## config.mk

```make
export PLATFORM = sky130hd
export DESIGN_NAME = hsid_x_top
export DESIGN_NICKNAME = d
export VERILOG_FILES = /design/src/hdl/hsid_x_pkg.sv /design/src/hdl/hsid_x_ctrl_reg.sv /design/src/hdl/hsid_x_sequencer.sv /design/src/hdl/hsid_x_mse_accum.sv /design/src/hdl/hsid_x_min_max.sv /design/src/hdl/hsid_x_top.sv
export SDC_FILE = /design/constraint.sdc
export NUM_CORES = 1
export LEC_CHECK = 0
export BUFFER_PORTS_ARGS = -buffer_cell sky130_fd_sc_hd__buf_2
export CAP_MARGIN = 20
export CORE_MARGIN = 8
export CORE_UTILIZATION = 34
export DETAILED_ROUTE_END_ITERATION = 10
export HOLD_SLACK_MARGIN = 0.15
export PLACE_DENSITY = 0.62
export RECOVER_POWER = 100
export SYNTH_ARGS = -nofsm -noshare
export SYNTH_HDL_FRONTEND = slang
export SYNTH_HIERARCHICAL = 1
export SYNTH_SLANG_ARGS = --single-unit
```

## constraint.sdc

```tcl
create_clock -name clk -period 10.6 [get_ports clk]
set_clock_uncertainty 0.15 [all_clocks]
set_input_delay 2.12 -clock clk [delete_from_list [all_inputs] [get_ports clk]]
set_output_delay 2.12 -clock clk [all_outputs]
set_load 0.01 [all_outputs]
```

## src/hdl/hsid_x_pkg.sv

```systemverilog
package hsid_x_pkg;

  localparam int WORD_WIDTH       = 32;   // Bus, memory and result word
  localparam int HSI_BANDS        = 254;  // Max bands per pixel
  localparam int HSI_LIBRARY_SIZE = 4095; // Max library entries
  localparam int SAMPLE_WIDTH     = 12;   // Low bits of a memory word used as sample
  localparam int REG_ADDR_WIDTH   = 8;
  localparam int BAND_CNT_WIDTH   = $clog2(HSI_BANDS);        // 8
  localparam int LIB_IDX_WIDTH    = $clog2(HSI_LIBRARY_SIZE); // 12

  typedef logic [WORD_WIDTH-1:0]     word_t;
  typedef logic [SAMPLE_WIDTH-1:0]   sample_t;
  typedef logic [BAND_CNT_WIDTH-1:0] band_cnt_t;
  typedef logic [LIB_IDX_WIDTH-1:0]  lib_idx_t;
  typedef logic [REG_ADDR_WIDTH-1:0] reg_addr_t;

  // Register byte offsets
  localparam reg_addr_t REG_STATUS        = 8'h00;
  localparam reg_addr_t REG_LIBRARY_SIZE  = 8'h04;
  localparam reg_addr_t REG_PIXEL_BANDS   = 8'h08;
  localparam reg_addr_t REG_CAPTURED_ADDR = 8'h0C;
  localparam reg_addr_t REG_LIBRARY_ADDR  = 8'h10;
  localparam reg_addr_t REG_MSE_MIN_REF   = 8'h14;
  localparam reg_addr_t REG_MSE_MIN_VALUE = 8'h18;
  localparam reg_addr_t REG_MSE_MAX_REF   = 8'h1C;
  localparam reg_addr_t REG_MSE_MAX_VALUE = 8'h20;

  // Status register bit positions
  localparam int STATUS_START = 0; // W1, self-clearing
  localparam int STATUS_CLEAR = 1; // W1, self-clearing
  localparam int STATUS_IDLE  = 2;
  localparam int STATUS_READY = 3;
  localparam int STATUS_DONE  = 4;
  localparam int STATUS_ERROR = 5;

  typedef enum logic [2:0] {
    S_IDLE,
    S_READ_CAP, // Fetch captured sample of current band
    S_READ_LIB, // Fetch library sample of current band
    S_NEXT,     // Step to next library entry
    S_DONE,
    S_ERROR
  } seq_state_t;

endpackage

```

## src/hdl/hsid_x_ctrl_reg.sv

```systemverilog
module hsid_x_ctrl_reg (
  input  logic                  clk,
  input  logic                  rst_n,
  // Register bus
  input  logic                  reg_valid,
  input  logic                  reg_write,
  input  hsid_x_pkg::reg_addr_t reg_addr,  // Byte offset
  input  hsid_x_pkg::word_t     reg_wdata,
  output hsid_x_pkg::word_t     reg_rdata,
  output logic                  reg_error,
  output logic                  reg_ready,
  // Engine handshake
  output logic                  start,     // One-cycle pulse
  output logic                  clear,     // One-cycle pulse
  input  logic                  idle,
  input  logic                  ready,
  input  logic                  done,
  input  logic                  error,
  // Configuration levels
  output hsid_x_pkg::lib_idx_t  library_size,
  output hsid_x_pkg::band_cnt_t pixel_bands,
  output hsid_x_pkg::word_t     captured_pixel_addr,
  output hsid_x_pkg::word_t     library_pixel_addr,
  // Results
  input  hsid_x_pkg::lib_idx_t  mse_min_ref,
  input  hsid_x_pkg::word_t     mse_min_value,
  input  hsid_x_pkg::lib_idx_t  mse_max_ref,
  input  hsid_x_pkg::word_t     mse_max_value
);

  logic busy;       // Engine owns the config, incl. the cycle of the start pulse
  logic wr_en;
  logic addr_known; // Offset decodes to a register
  logic cfg_addr;   // Offset is one of the four config registers
  logic status_wr;
  logic start_req;
  logic wr_locked;  // Write that must be dropped

  assign busy  = ~idle | start; // A second start right after the first is refused
  assign wr_en = reg_valid & reg_write;

  always_comb begin
    addr_known = 1'b1;
    cfg_addr   = 1'b0;
    reg_rdata  = '0;
    case (reg_addr)
      hsid_x_pkg::REG_STATUS: begin
        reg_rdata[hsid_x_pkg::STATUS_IDLE]  = idle;
        reg_rdata[hsid_x_pkg::STATUS_READY] = ready;
        reg_rdata[hsid_x_pkg::STATUS_DONE]  = done;
        reg_rdata[hsid_x_pkg::STATUS_ERROR] = error; // Start and clear read back as 0
      end
      hsid_x_pkg::REG_LIBRARY_SIZE: begin
        cfg_addr  = 1'b1;
        reg_rdata = hsid_x_pkg::word_t'(library_size);
      end
      hsid_x_pkg::REG_PIXEL_BANDS: begin
        cfg_addr  = 1'b1;
        reg_rdata = hsid_x_pkg::word_t'(pixel_bands);
      end
      hsid_x_pkg::REG_CAPTURED_ADDR: begin
        cfg_addr  = 1'b1;
        reg_rdata = captured_pixel_addr;
      end
      hsid_x_pkg::REG_LIBRARY_ADDR: begin
        cfg_addr  = 1'b1;
        reg_rdata = library_pixel_addr;
      end
      hsid_x_pkg::REG_MSE_MIN_REF:   reg_rdata = hsid_x_pkg::word_t'(mse_min_ref); // Zero-extend
      hsid_x_pkg::REG_MSE_MIN_VALUE: reg_rdata = mse_min_value;
      hsid_x_pkg::REG_MSE_MAX_REF:   reg_rdata = hsid_x_pkg::word_t'(mse_max_ref); // Zero-extend
      hsid_x_pkg::REG_MSE_MAX_VALUE: reg_rdata = mse_max_value;
      default:                       addr_known = 1'b0;
    endcase
  end

  assign status_wr = wr_en & (reg_addr == hsid_x_pkg::REG_STATUS);
  assign start_req = status_wr & reg_wdata[hsid_x_pkg::STATUS_START];
  assign wr_locked = wr_en & busy & (cfg_addr | start_req); // Clear bit never locked

  assign reg_ready = reg_valid; // Single-cycle access
  assign reg_error = reg_valid & (~addr_known | wr_locked);

  always_ff @(posedge clk) begin
    if (!rst_n) begin
      start               <= 1'b0;
      clear               <= 1'b0;
      library_size        <= '0;
      pixel_bands         <= '0;
      captured_pixel_addr <= '0;
      library_pixel_addr  <= '0;
    end else begin
      start <= start_req & ~busy;                                // Hardware clears next cycle
      clear <= status_wr & reg_wdata[hsid_x_pkg::STATUS_CLEAR]; // Always accepted
      if (wr_en && cfg_addr && !busy) begin
        case (reg_addr)
          hsid_x_pkg::REG_LIBRARY_SIZE:
            library_size <= reg_wdata[hsid_x_pkg::LIB_IDX_WIDTH-1:0];
          hsid_x_pkg::REG_PIXEL_BANDS:
            pixel_bands <= reg_wdata[hsid_x_pkg::BAND_CNT_WIDTH-1:0];
          hsid_x_pkg::REG_CAPTURED_ADDR: captured_pixel_addr <= reg_wdata;
          default:                       library_pixel_addr  <= reg_wdata; // REG_LIBRARY_ADDR
        endcase
      end
    end
  end

endmodule

```

## src/hdl/hsid_x_sequencer.sv

```systemverilog
module hsid_x_sequencer (
  input  logic                  clk,
  input  logic                  rst_n,
  input  logic                  start,
  input  logic                  clear,
  input  hsid_x_pkg::lib_idx_t  library_size,
  input  hsid_x_pkg::band_cnt_t pixel_bands,
  input  hsid_x_pkg::word_t     captured_pixel_addr,
  input  hsid_x_pkg::word_t     library_pixel_addr,
  output logic                  mem_req,
  output hsid_x_pkg::word_t     mem_addr,    // Word address
  output logic                  cap_valid,   // mem_rdata holds captured sample
  output logic                  lib_valid,   // mem_rdata holds library sample
  output logic                  entry_last,  // Library sample of last band
  output hsid_x_pkg::lib_idx_t  entry_idx,
  output logic                  first_entry, // Next sum belongs to entry 0
  output logic                  idle,
  output logic                  ready,
  output logic                  done,
  output logic                  error
);

  hsid_x_pkg::seq_state_t state;
  hsid_x_pkg::band_cnt_t  band_idx;
  hsid_x_pkg::word_t      cap_ptr;   // Captured sample address of current band
  hsid_x_pkg::word_t      lib_ptr;   // Running library address, never reset between entries
  logic                   last_band;
  logic                   last_entry;
  logic                   zero_cfg;
  logic                   sum_stage; // Accumulator emits its sum this cycle

  assign last_band  = (band_idx == hsid_x_pkg::band_cnt_t'(pixel_bands - 1'b1));
  assign last_entry = (entry_idx == hsid_x_pkg::lib_idx_t'(library_size - 1'b1));
  assign zero_cfg   = (library_size == '0) | (pixel_bands == '0);

  assign idle     = (state == hsid_x_pkg::S_IDLE);
  assign ready    = idle & ~zero_cfg;
  assign mem_req  = (state == hsid_x_pkg::S_READ_CAP) | (state == hsid_x_pkg::S_READ_LIB);
  assign mem_addr = (state == hsid_x_pkg::S_READ_LIB) ? lib_ptr : cap_ptr;

  // Strobes delayed one cycle to meet mem_rdata
  always_ff @(posedge clk) begin
    if (!rst_n) begin
      cap_valid  <= 1'b0;
      lib_valid  <= 1'b0;
      entry_last <= 1'b0;
      sum_stage  <= 1'b0;
    end else begin
      cap_valid  <= (state == hsid_x_pkg::S_READ_CAP);
      lib_valid  <= (state == hsid_x_pkg::S_READ_LIB);
      entry_last <= (state == hsid_x_pkg::S_READ_LIB) & last_band;
      sum_stage  <= entry_last; // Same cycle as sum_valid
    end
  end

  always_ff @(posedge clk) begin
    if (!rst_n) begin
      state       <= hsid_x_pkg::S_IDLE;
      band_idx    <= '0;
      entry_idx   <= '0;
      cap_ptr     <= '0;
      lib_ptr     <= '0;
      first_entry <= 1'b0;
      done        <= 1'b0;
      error       <= 1'b0;
    end else begin
      if (clear) begin
        done  <= 1'b0;
        error <= 1'b0;
      end
      if (sum_stage) first_entry <= 1'b0; // Entry 0 result consumed
      case (state)
        hsid_x_pkg::S_IDLE: if (start) begin
          done        <= 1'b0;
          error       <= 1'b0;
          band_idx    <= '0;
          entry_idx   <= '0;
          cap_ptr     <= captured_pixel_addr;
          lib_ptr     <= library_pixel_addr;
          first_entry <= 1'b1;
          state       <= zero_cfg ? hsid_x_pkg::S_ERROR : hsid_x_pkg::S_READ_CAP;
        end
        hsid_x_pkg::S_READ_CAP: state <= hsid_x_pkg::S_READ_LIB;
        hsid_x_pkg::S_READ_LIB: begin
          lib_ptr <= lib_ptr + 1'b1; // Walks k*bands + b without a multiply
          cap_ptr <= cap_ptr + 1'b1;
          if (last_band) begin
            band_idx <= '0;
            state    <= hsid_x_pkg::S_NEXT;
          end else begin
            band_idx <= band_idx + 1'b1;
            state    <= hsid_x_pkg::S_READ_CAP;
          end
        end
        hsid_x_pkg::S_NEXT: begin
          cap_ptr <= captured_pixel_addr; // Rewind captured pixel
          if (last_entry) begin
            state <= hsid_x_pkg::S_DONE;   // Last sum reaches min/max this cycle
          end else begin
            entry_idx <= entry_idx + 1'b1;
            state     <= hsid_x_pkg::S_READ_CAP;
          end
        end
        hsid_x_pkg::S_DONE: begin
          done  <= 1'b1; // Results settle on this edge
          state <= hsid_x_pkg::S_IDLE;
        end
        default: begin  // S_ERROR
          error <= 1'b1;
          state <= hsid_x_pkg::S_IDLE;
        end
      endcase
    end
  end

endmodule

```

## src/hdl/hsid_x_mse_accum.sv

```systemverilog
module hsid_x_mse_accum (
  input  logic                 clk,
  input  logic                 rst_n,
  input  hsid_x_pkg::word_t    mem_rdata,
  input  logic                 cap_valid,
  input  logic                 lib_valid,
  input  logic                 entry_last,
  input  hsid_x_pkg::lib_idx_t entry_idx,
  output logic                 sum_valid,  // One-cycle pulse per entry
  output hsid_x_pkg::word_t    sum_value,  // Unnormalised sum of squared errors
  output hsid_x_pkg::lib_idx_t sum_ref
);

  hsid_x_pkg::sample_t                   sample;     // Low bits of memory word
  hsid_x_pkg::sample_t                   cap_sample; // Captured sample of current band
  hsid_x_pkg::sample_t                   diff;
  logic [2*hsid_x_pkg::SAMPLE_WIDTH-1:0] diff_sq;
  hsid_x_pkg::word_t                     acc;
  hsid_x_pkg::word_t                     acc_next;

  assign sample = mem_rdata[hsid_x_pkg::SAMPLE_WIDTH-1:0];

  // Absolute difference keeps the square unsigned and narrow
  assign diff     = (sample > cap_sample) ? sample - cap_sample : cap_sample - sample;
  assign diff_sq  = diff * diff;
  assign acc_next = acc + hsid_x_pkg::word_t'(diff_sq);

  always_ff @(posedge clk) begin
    if (cap_valid) cap_sample <= sample;
    if (lib_valid && entry_last) begin
      sum_value <= acc_next;
      sum_ref   <= entry_idx; // Entry counter has not yet advanced
    end
  end

  always_ff @(posedge clk) begin
    if (!rst_n) begin
      acc       <= '0;
      sum_valid <= 1'b0;
    end else begin
      sum_valid <= lib_valid & entry_last;
      if (lib_valid) acc <= entry_last ? '0 : acc_next; // Restart for next entry
    end
  end

endmodule

```

## src/hdl/hsid_x_min_max.sv

```systemverilog
module hsid_x_min_max (
  input  logic                 clk,
  input  logic                 rst_n,
  input  logic                 sum_valid,
  input  hsid_x_pkg::word_t    sum_value,
  input  hsid_x_pkg::lib_idx_t sum_ref,
  input  logic                 first_entry, // First result of a run
  output hsid_x_pkg::lib_idx_t mse_min_ref,
  output hsid_x_pkg::word_t    mse_min_value,
  output hsid_x_pkg::lib_idx_t mse_max_ref,
  output hsid_x_pkg::word_t    mse_max_value
);

  logic new_min;
  logic new_max;

  // Strict compares keep the earliest entry on a tie
  assign new_min = sum_valid & (first_entry | (sum_value < mse_min_value));
  assign new_max = sum_valid & (first_entry | (sum_value > mse_max_value));

  always_ff @(posedge clk) begin
    if (!rst_n) begin
      mse_min_ref   <= '0;
      mse_min_value <= '0;
      mse_max_ref   <= '0;
      mse_max_value <= '0;
    end else begin
      if (new_min) begin
        mse_min_ref   <= sum_ref;
        mse_min_value <= sum_value;
      end
      if (new_max) begin
        mse_max_ref   <= sum_ref;
        mse_max_value <= sum_value;
      end
    end
  end

endmodule

```

## src/hdl/hsid_x_top.sv

```systemverilog
module hsid_x_top (
  input  logic                  clk,
  input  logic                  rst_n,
  // Register bus
  input  logic                  reg_valid,
  input  logic                  reg_write,
  input  hsid_x_pkg::reg_addr_t reg_addr,
  input  hsid_x_pkg::word_t     reg_wdata,
  output hsid_x_pkg::word_t     reg_rdata,
  output logic                  reg_error,
  output logic                  reg_ready,
  // Word memory, data one cycle after request
  output logic                  mem_req,
  output hsid_x_pkg::word_t     mem_addr,
  input  hsid_x_pkg::word_t     mem_rdata
);

  logic                  start;
  logic                  clear;
  logic                  idle;
  logic                  ready;
  logic                  done;
  logic                  error;
  hsid_x_pkg::lib_idx_t  library_size;
  hsid_x_pkg::band_cnt_t pixel_bands;
  hsid_x_pkg::word_t     captured_pixel_addr;
  hsid_x_pkg::word_t     library_pixel_addr;
  logic                  cap_valid;
  logic                  lib_valid;
  logic                  entry_last;
  hsid_x_pkg::lib_idx_t  entry_idx;
  logic                  first_entry;
  logic                  sum_valid;
  hsid_x_pkg::word_t     sum_value;
  hsid_x_pkg::lib_idx_t  sum_ref;
  hsid_x_pkg::lib_idx_t  mse_min_ref;
  hsid_x_pkg::word_t     mse_min_value;
  hsid_x_pkg::lib_idx_t  mse_max_ref;
  hsid_x_pkg::word_t     mse_max_value;

  hsid_x_ctrl_reg i_hsid_x_ctrl_reg (
    .clk, .rst_n,
    .reg_valid, .reg_write, .reg_addr, .reg_wdata,
    .reg_rdata, .reg_error, .reg_ready,
    .start, .clear, .idle, .ready, .done, .error,
    .library_size, .pixel_bands, .captured_pixel_addr, .library_pixel_addr,
    .mse_min_ref, .mse_min_value, .mse_max_ref, .mse_max_value
  );

  hsid_x_sequencer i_hsid_x_sequencer (
    .clk, .rst_n,
    .start, .clear,
    .library_size, .pixel_bands, .captured_pixel_addr, .library_pixel_addr,
    .mem_req, .mem_addr,
    .cap_valid, .lib_valid, .entry_last, .entry_idx, .first_entry,
    .idle, .ready, .done, .error
  );

  hsid_x_mse_accum i_hsid_x_mse_accum (
    .clk, .rst_n,
    .mem_rdata, .cap_valid, .lib_valid, .entry_last, .entry_idx,
    .sum_valid, .sum_value, .sum_ref
  );

  hsid_x_min_max i_hsid_x_min_max (
    .clk, .rst_n,
    .sum_valid, .sum_value, .sum_ref, .first_entry,
    .mse_min_ref, .mse_min_value, .mse_max_ref, .mse_max_value
  );

endmodule

```

# [Yosys cells after proc, flatten, opt, wreduce, memory -nomap -nowiden]
# Cells that the tools add are included.
[word_totals] input_bits=76 out_inout_bits=67 reg_bits=357
[classes] addsub=9 order_cmp=3 multipliers=1 mux=32 bitwise=25 eq_ne=16 reduce_logical=22
[op_table] op="one-hot mux 26 bit (8 select lines)" n=1
[op_table] op="two-way mux 32 bit" n=4
[op_table] op="one-hot mux 32 bit (3 select lines)" n=1
[op_table] op="adder 32 x 1 -> 32 bit (second input constant)" n=2
[op_table] op="one-hot mux 32 bit (2 select lines)" n=1
[op_table] op="two-way mux 12 bit" n=3
[op_table] op="one-hot mux 4 bit (9 select lines)" n=1
[op_table] op="adder 32 x 24 -> 32 bit" n=1
[op_table] op="equality test 8 x 5 -> 1 bit (second input constant)" n=4
[op_table] op="greater-than comparator 32 bit" n=1
[op_table] op="less-than comparator 32 bit" n=1
[op_table] op="multiplier 12 x 12 -> 24 bit" n=1
[op_table] op="one-hot mux 12 bit (2 select lines)" n=1
[op_table] op="subtractor 12 bit" n=2
[op_table] op="equality test 8 x 4 -> 1 bit (second input constant)" n=2
[op_table] op="logical NOT 8 bit" n=2
[op_table] op="two-way mux 8 bit" n=2
[op_table] op="one-hot mux 2 bit (8 select lines)" n=1
[op_table] op="one-hot mux 8 bit (2 select lines)" n=1
[op_table] op="AND 1 bit" n=13
[op_table] op="adder 12 x 1 -> 12 bit (second input constant)" n=1
[op_table] op="equality test 12 bit" n=1
[op_table] op="greater-than comparator 12 bit" n=1
[op_table] op="logical NOT 12 bit" n=1
[op_table] op="other kinds (28)" n=59

# [Longest topological paths before layout]
[depth] depth_word=7 depth_mapped=34 ltp_nobuf=31

# [By module]
# The synthesis kept the hierarchy.
[modules_own_cells] module="hsid_x_mse_accum" cells_per_inst=949 seq_area_each_um2=2342.2 area_per_inst_um2=9083.7 instances=1
[modules_own_cells] module="hsid_x_sequencer" cells_per_inst=893 seq_area_each_um2=1881.8 area_per_inst_um2=6192.2 instances=1
[modules_own_cells] module="hsid_x_min_max" cells_per_inst=563 seq_area_each_um2=1761.7 area_per_inst_um2=5003.5 instances=1
[modules_own_cells] module="hsid_x_ctrl_reg" cells_per_inst=575 seq_area_each_um2=1721.7 area_per_inst_um2=4782.1 instances=1

# [Worst setup path after synthesis]
# OpenSTA, ideal clock, no wires.
[synth_timing] kind="input-to-reg" from="input mem_rdata[0]" to="register i_hsid_x_mse_accum.acc[31]" arrival_time_ps=9356 setup_time_ps=120 setup_slack_ps=974 t_required_ps=10330 cell_stages=30 cell_sequence="inv_1 > ha_1 > fa_1 > nand2b_1 > a21oi_2 > o221ai_2 > a21o_1 > buf_4 > buf_4 > mux2i_1 > o21ai_0 > xnor2_1 > buf_2 > nor2_1 > fa_1 > fa_1 > inv_1 > fa_1 > fa_1 > fa_1 > inv_1 > ha_1 > a21o_1 > a21o_1 > a221o_1 > a311o_1 > a31oi_2 > o31ai_1 > and4_1 > o31a_1"
[synth_via] elab_chain_len=5
[synth_rtl] item="from (decl)" line_no="hsid_x_top.sv:15" rtl="input hsid_x_pkg::word_t mem_rdata"
[synth_rtl] item="subtractor 12 bit or greater-than comparator 12 bit (tied branches)" line_no="hsid_x_mse_accum.sv:24" rtl="assign diff = (sample > cap_sample) ? sample - cap_sample : cap_sample - sample;"
[synth_rtl] item="two-way mux 12 bit *" line_no="hsid_x_mse_accum.sv:24"
[synth_rtl] item="multiplier 12 x 12 -> 24 bit *" line_no="hsid_x_mse_accum.sv:25" rtl="assign diff_sq = diff * diff;"
[synth_rtl] item="adder 32 x 24 -> 32 bit *" line_no="hsid_x_mse_accum.sv:26" rtl="assign acc_next = acc + hsid_x_pkg::word_t'(diff_sq);"
[synth_rtl] item="two-way mux 32 bit *" line_no="hsid_x_mse_accum.sv:42" rtl="if (lib_valid) acc <= entry_last ? '0 : acc_next;"
[synth_rtl] item="to (signal assigned)" line_no="hsid_x_mse_accum.sv:42"
[synth_rtl] item="to (decl)" line_no="hsid_x_mse_accum.sv:18" rtl="hsid_x_pkg::word_t acc;"
# Every way passes the cells marked *; elsewhere a longest branch is shown, timed or not.
# A chain may end at the register's enable or synchronous reset.

# [Final worst setup path]
[layout_timing] from="input mem_rdata[2]" to="register i_hsid_x_mse_accum.acc[31]"
# Same word-level chain as after synthesis.

==> qor.yml <==
floorplan:
  start_util: 0.344
  std_cell_rows: 99
  ios: 143
  die_w_um: 287
  die_y_um: 287
  dieArea_mm2: 0.0827
  core_area_mm2: 0.0730
yosys:
  synth_top_area_frac: 0.240
  synth.area.top_cells: "dfxtp_1 24%, fa_1 8.2%, ha_1 7.9%"
  netlist_area_mm2: 0.0251
  netlist_instances: 2980
  async_flop_share: 0
  synth_area_leader_cell: "dfxtp_1"
  synth_seq_area_share: 0.308
  synth_warnings: 6
  synth_fp_nets: 3318
  synth.avg_cell_area_um2: 8.41
  synth.distinct_cells: 100
  ys.flop_type: "dfxtp_1"
  synth-edff-count: 56
  yosys_register_bits: 357
worst_setup_path:
  r2r.worst_path.cells: 27
  end_kind: "flop"
  r2r_slack_ns: 2.04
  regToRegEndpoint: "i_hsid_x_mse_accum/acc[31]$_SDFFE_PN0P_"
  crit_end: "i_hsid_x_mse_accum/acc[31]$_SDFFE_PN0P_"
  cp_slowest_stage_delay_ns: 0.53
  critical_path_arrival_ns: 10.21
  critPathLaunch: "mem_rdata[2]"
  cp_common_cell: "fa_1"
  r2r-start: "i_hsid_x_mse_accum/cap_sample[2]$_DFFE_PP_"
  required_ns: 10.89
  crit_type: "in2reg"
  cp_slowest_cell: "fa_1"
  cp_max_fo: 13
  start_kind: "input port"
worst_hold_path:
  hold_start: "i_hsid_x_min_max/mse_min_ref[10]$_SDFFE_PN0P_"
  hold_path.class: "reg2reg"
timing:
  relSlewSlack: -1.36
  finalHoldViolCount: 0
  fin_ws_ns: 0.689
  max_clock_freq_ghz: 0.101
  setup_viol: 0
  rsz0062_at_grt: "false"
  slew_violations: 623
  totalNegativeSetupSlack_ns: 0
  fin_crit_ns: 9.91
  worstMarginPinSlew_ns: 3.53
  period_share: 0.935
route:
  via_per_inst: 5.30
  drt_iter0_drc: 1716
  vias: 21300
  route.detailed.drc: 0
  routedWlPerCell_um: 17.7
  ant_nets: 0
  dr.pass1.iters: 6
  drt-total-wl_um: 71000
power:
  ir_worst_vdd_mv: 0.315
  p_per_area_mw_per_mm2: 238
  p_leak_uw: 0.0110
  power_uw: 6590
clocking:
  hold_buffers: 0
  ctsLongestPathBuffers: 3
  numCtsBuffers: 43
  htree_levels: 2
  path_clk_slew_ns: 0.06
  cts_setup_buffers: 0
  numClockSinks: 357
  cts_resized: 0
  cts_tree: "yes"
  clk_latency_ns: 0.58
  root_buffer: "clkbuf_16"
global_route:
  grt_pass1_vias: 20300
  grt_remaining_overflow: 0
  antenna_found_initial: 0
  grt_pass1_wl_um: 113000
  grt_max_degree: 194
  gr-usage-all-layers: 0.166
status:
  violations: "max-capacitance violations, max-slew violations"
  outcome: "finished with violations"
place:
  port_buffers: 122
  dpl.hpwl_um: 53000
  dpl_worst_slack_ns: 0.237
  place.gp.congestion: 0.912
  place_area_mm2: 0.0264
cells_and_area:
  n_fill_cell: 7484
  final_cell_area_mm2: 0.0277
  area_delta_synth_final_pct: 10.7
  drive_gt1_frac: 0.0708
  final_nets: 3356
job:
  drv_cap: 8
-- where the power goes --
| group | leakage, uW | switching (uW) | internal (uW) |
|---|---|---|---|
| logic | 0.00736 | 2010 | 1410 |
| registers | 0.00292 | 1.55 | 1540 |
| clock network | 0.000764 | 627 | 1010 |
| total | 0.0110 | 2640 | 3960 |
-- flip-flops by register name (all words and copies together), names as in the netlist, 8 cells and up --
register                               count
i_hsid_x_mse_accum/cap_sample             12
i_hsid_x_sequencer/lib_ptr                32
i_hsid_x_ctrl_reg/library_size            12
i_hsid_x_sequencer/cap_ptr                32
i_hsid_x_min_max/mse_min_value            32
i_hsid_x_mse_accum/sum_value              32
i_hsid_x_ctrl_reg/captured_pixel_addr     32
i_hsid_x_ctrl_reg/library_pixel_addr      32
i_hsid_x_sequencer/band_idx                8
i_hsid_x_ctrl_reg/pixel_bands              8
i_hsid_x_min_max/mse_min_ref              12
i_hsid_x_mse_accum/acc                    32
i_hsid_x_min_max/mse_max_value            32
i_hsid_x_sequencer/entry_idx              12
i_hsid_x_min_max/mse_max_ref              12
i_hsid_x_mse_accum/sum_ref                12
-- worst min-delay path by stage --
stage                                                          endpoint  slack [ns]  depth (start not counted)
after global placement     i_hsid_x_min_max/mse_max_ref[8]$_SDFFE_PN0P_        0.29                          2
after global routing       i_hsid_x_min_max/mse_min_ref[2]$_SDFFE_PN0P_        0.32                          2
final                     i_hsid_x_min_max/mse_min_ref[10]$_SDFFE_PN0P_        0.31                          2
after detailed placement  i_hsid_x_min_max/mse_min_ref[10]$_SDFFE_PN0P_        0.30                          2
after CTS                 i_hsid_x_min_max/mse_min_ref[10]$_SDFFE_PN0P_        0.31                          2
after floorplan                 i_hsid_x_mse_accum/sum_ref[6]$_DFFE_PP_        0.26                          0
-- critical path: cells and delay by family --
| kind | cells | cell delay (ns) |
|---|---|---|
| adder cells (fa/ha/maj) | 7 | 3.39 |
| AO/OA/AOI/OAI | 8 | 1.99 |
| AND/OR/NAND/NOR | 5 | 1.39 |
| multiplexers | 1 | 0.24 |
| XOR/XNOR | 1 | 0.25 |
| buffers and inverters | 7 | 0.78 |
-- Yosys cell counts, drive strengths merged (56+ instances only) --
library cell,instances
a21boi,77
a21oi,158
buf,66
clkbuf,96
dfxtp,301
edfxtp,56
fa,103
ha,159
inv,301
mux2i,123
nand2,491
nand3,97
nor2,192
o21ai,107
-- layer usage --
metal	part of all wire	global-route usage	wire, um	vias to the layer above
met1	0.46	0.230	32500	10200
li1	-	-	-	10400
met3	0.060	0.0211	4270	105
met2	0.46	0.268	32300	633
met5	0	0	0	-
met4	0.027	0.0480	1890	0
-- through the flow --
| step | hold slack, ns | utilization | std cells |
|---|---|---|---|
| 3_5_place_dp | 0.299 | 0.361 | 3931 |
| 2_1_floorplan | 0.256 | - | 2980 |
| 4_1_cts | 0.307 | 0.383 | 4010 |
| 6_report | 0.306 | 0.380 | 4014 |
| 5_1_grt | 0.322 | 0.380 | 4011 |
| 3_3_place_gp | 0.292 | 0.361 | 3931 |
-- cell usage in the layout, fill, tap and decap left out, drive strengths merged, types with 25 or more instances in the layout --
master / count
nand2: 491
inv: 304
dfxtp: 301
nor2: 192
ha: 159
a21oi: 158
clkbuf: 146
mux2i: 123
o21ai: 107
fa: 103
nand3: 97
a21boi: 77
buf: 76
edfxtp: 56
a22oi: 52
nor2b: 41
xnor2: 41
nor3: 40
nand4: 34
xor2: 28
and3: 25
-- area by class of cell --
type,instances,area (um^2),share of cell area
timing repair buffer,164,797,0.0287
multi-input combinational,2150,15300,0.553
tap,959,1200,0.0433
clock inverter,21,345,0.0124
antenna,3,7.51,0.000271
inverter,302,1130,0.0409
sequential,357,7710,0.278
clock buffer,58,1210,0.0437
-- kinds of logic after synthesis --
| logic type | count (synthesis) | synth area share |
|---|---|---|
| AO/OA/AOI/OAI | 620 | 0.166 |
| XOR/XNOR | 69 | 0.0250 |
| adder cells (fa/ha/maj) | 262 | 0.162 |
| buffers and inverters | 473 | 0.0813 |
| flip-flops | 357 | 0.308 |
| multiplexers | 141 | 0.0596 |
| AND/OR/NAND/NOR | 1058 | 0.198 |
Power figures use the tool's default switching activity.
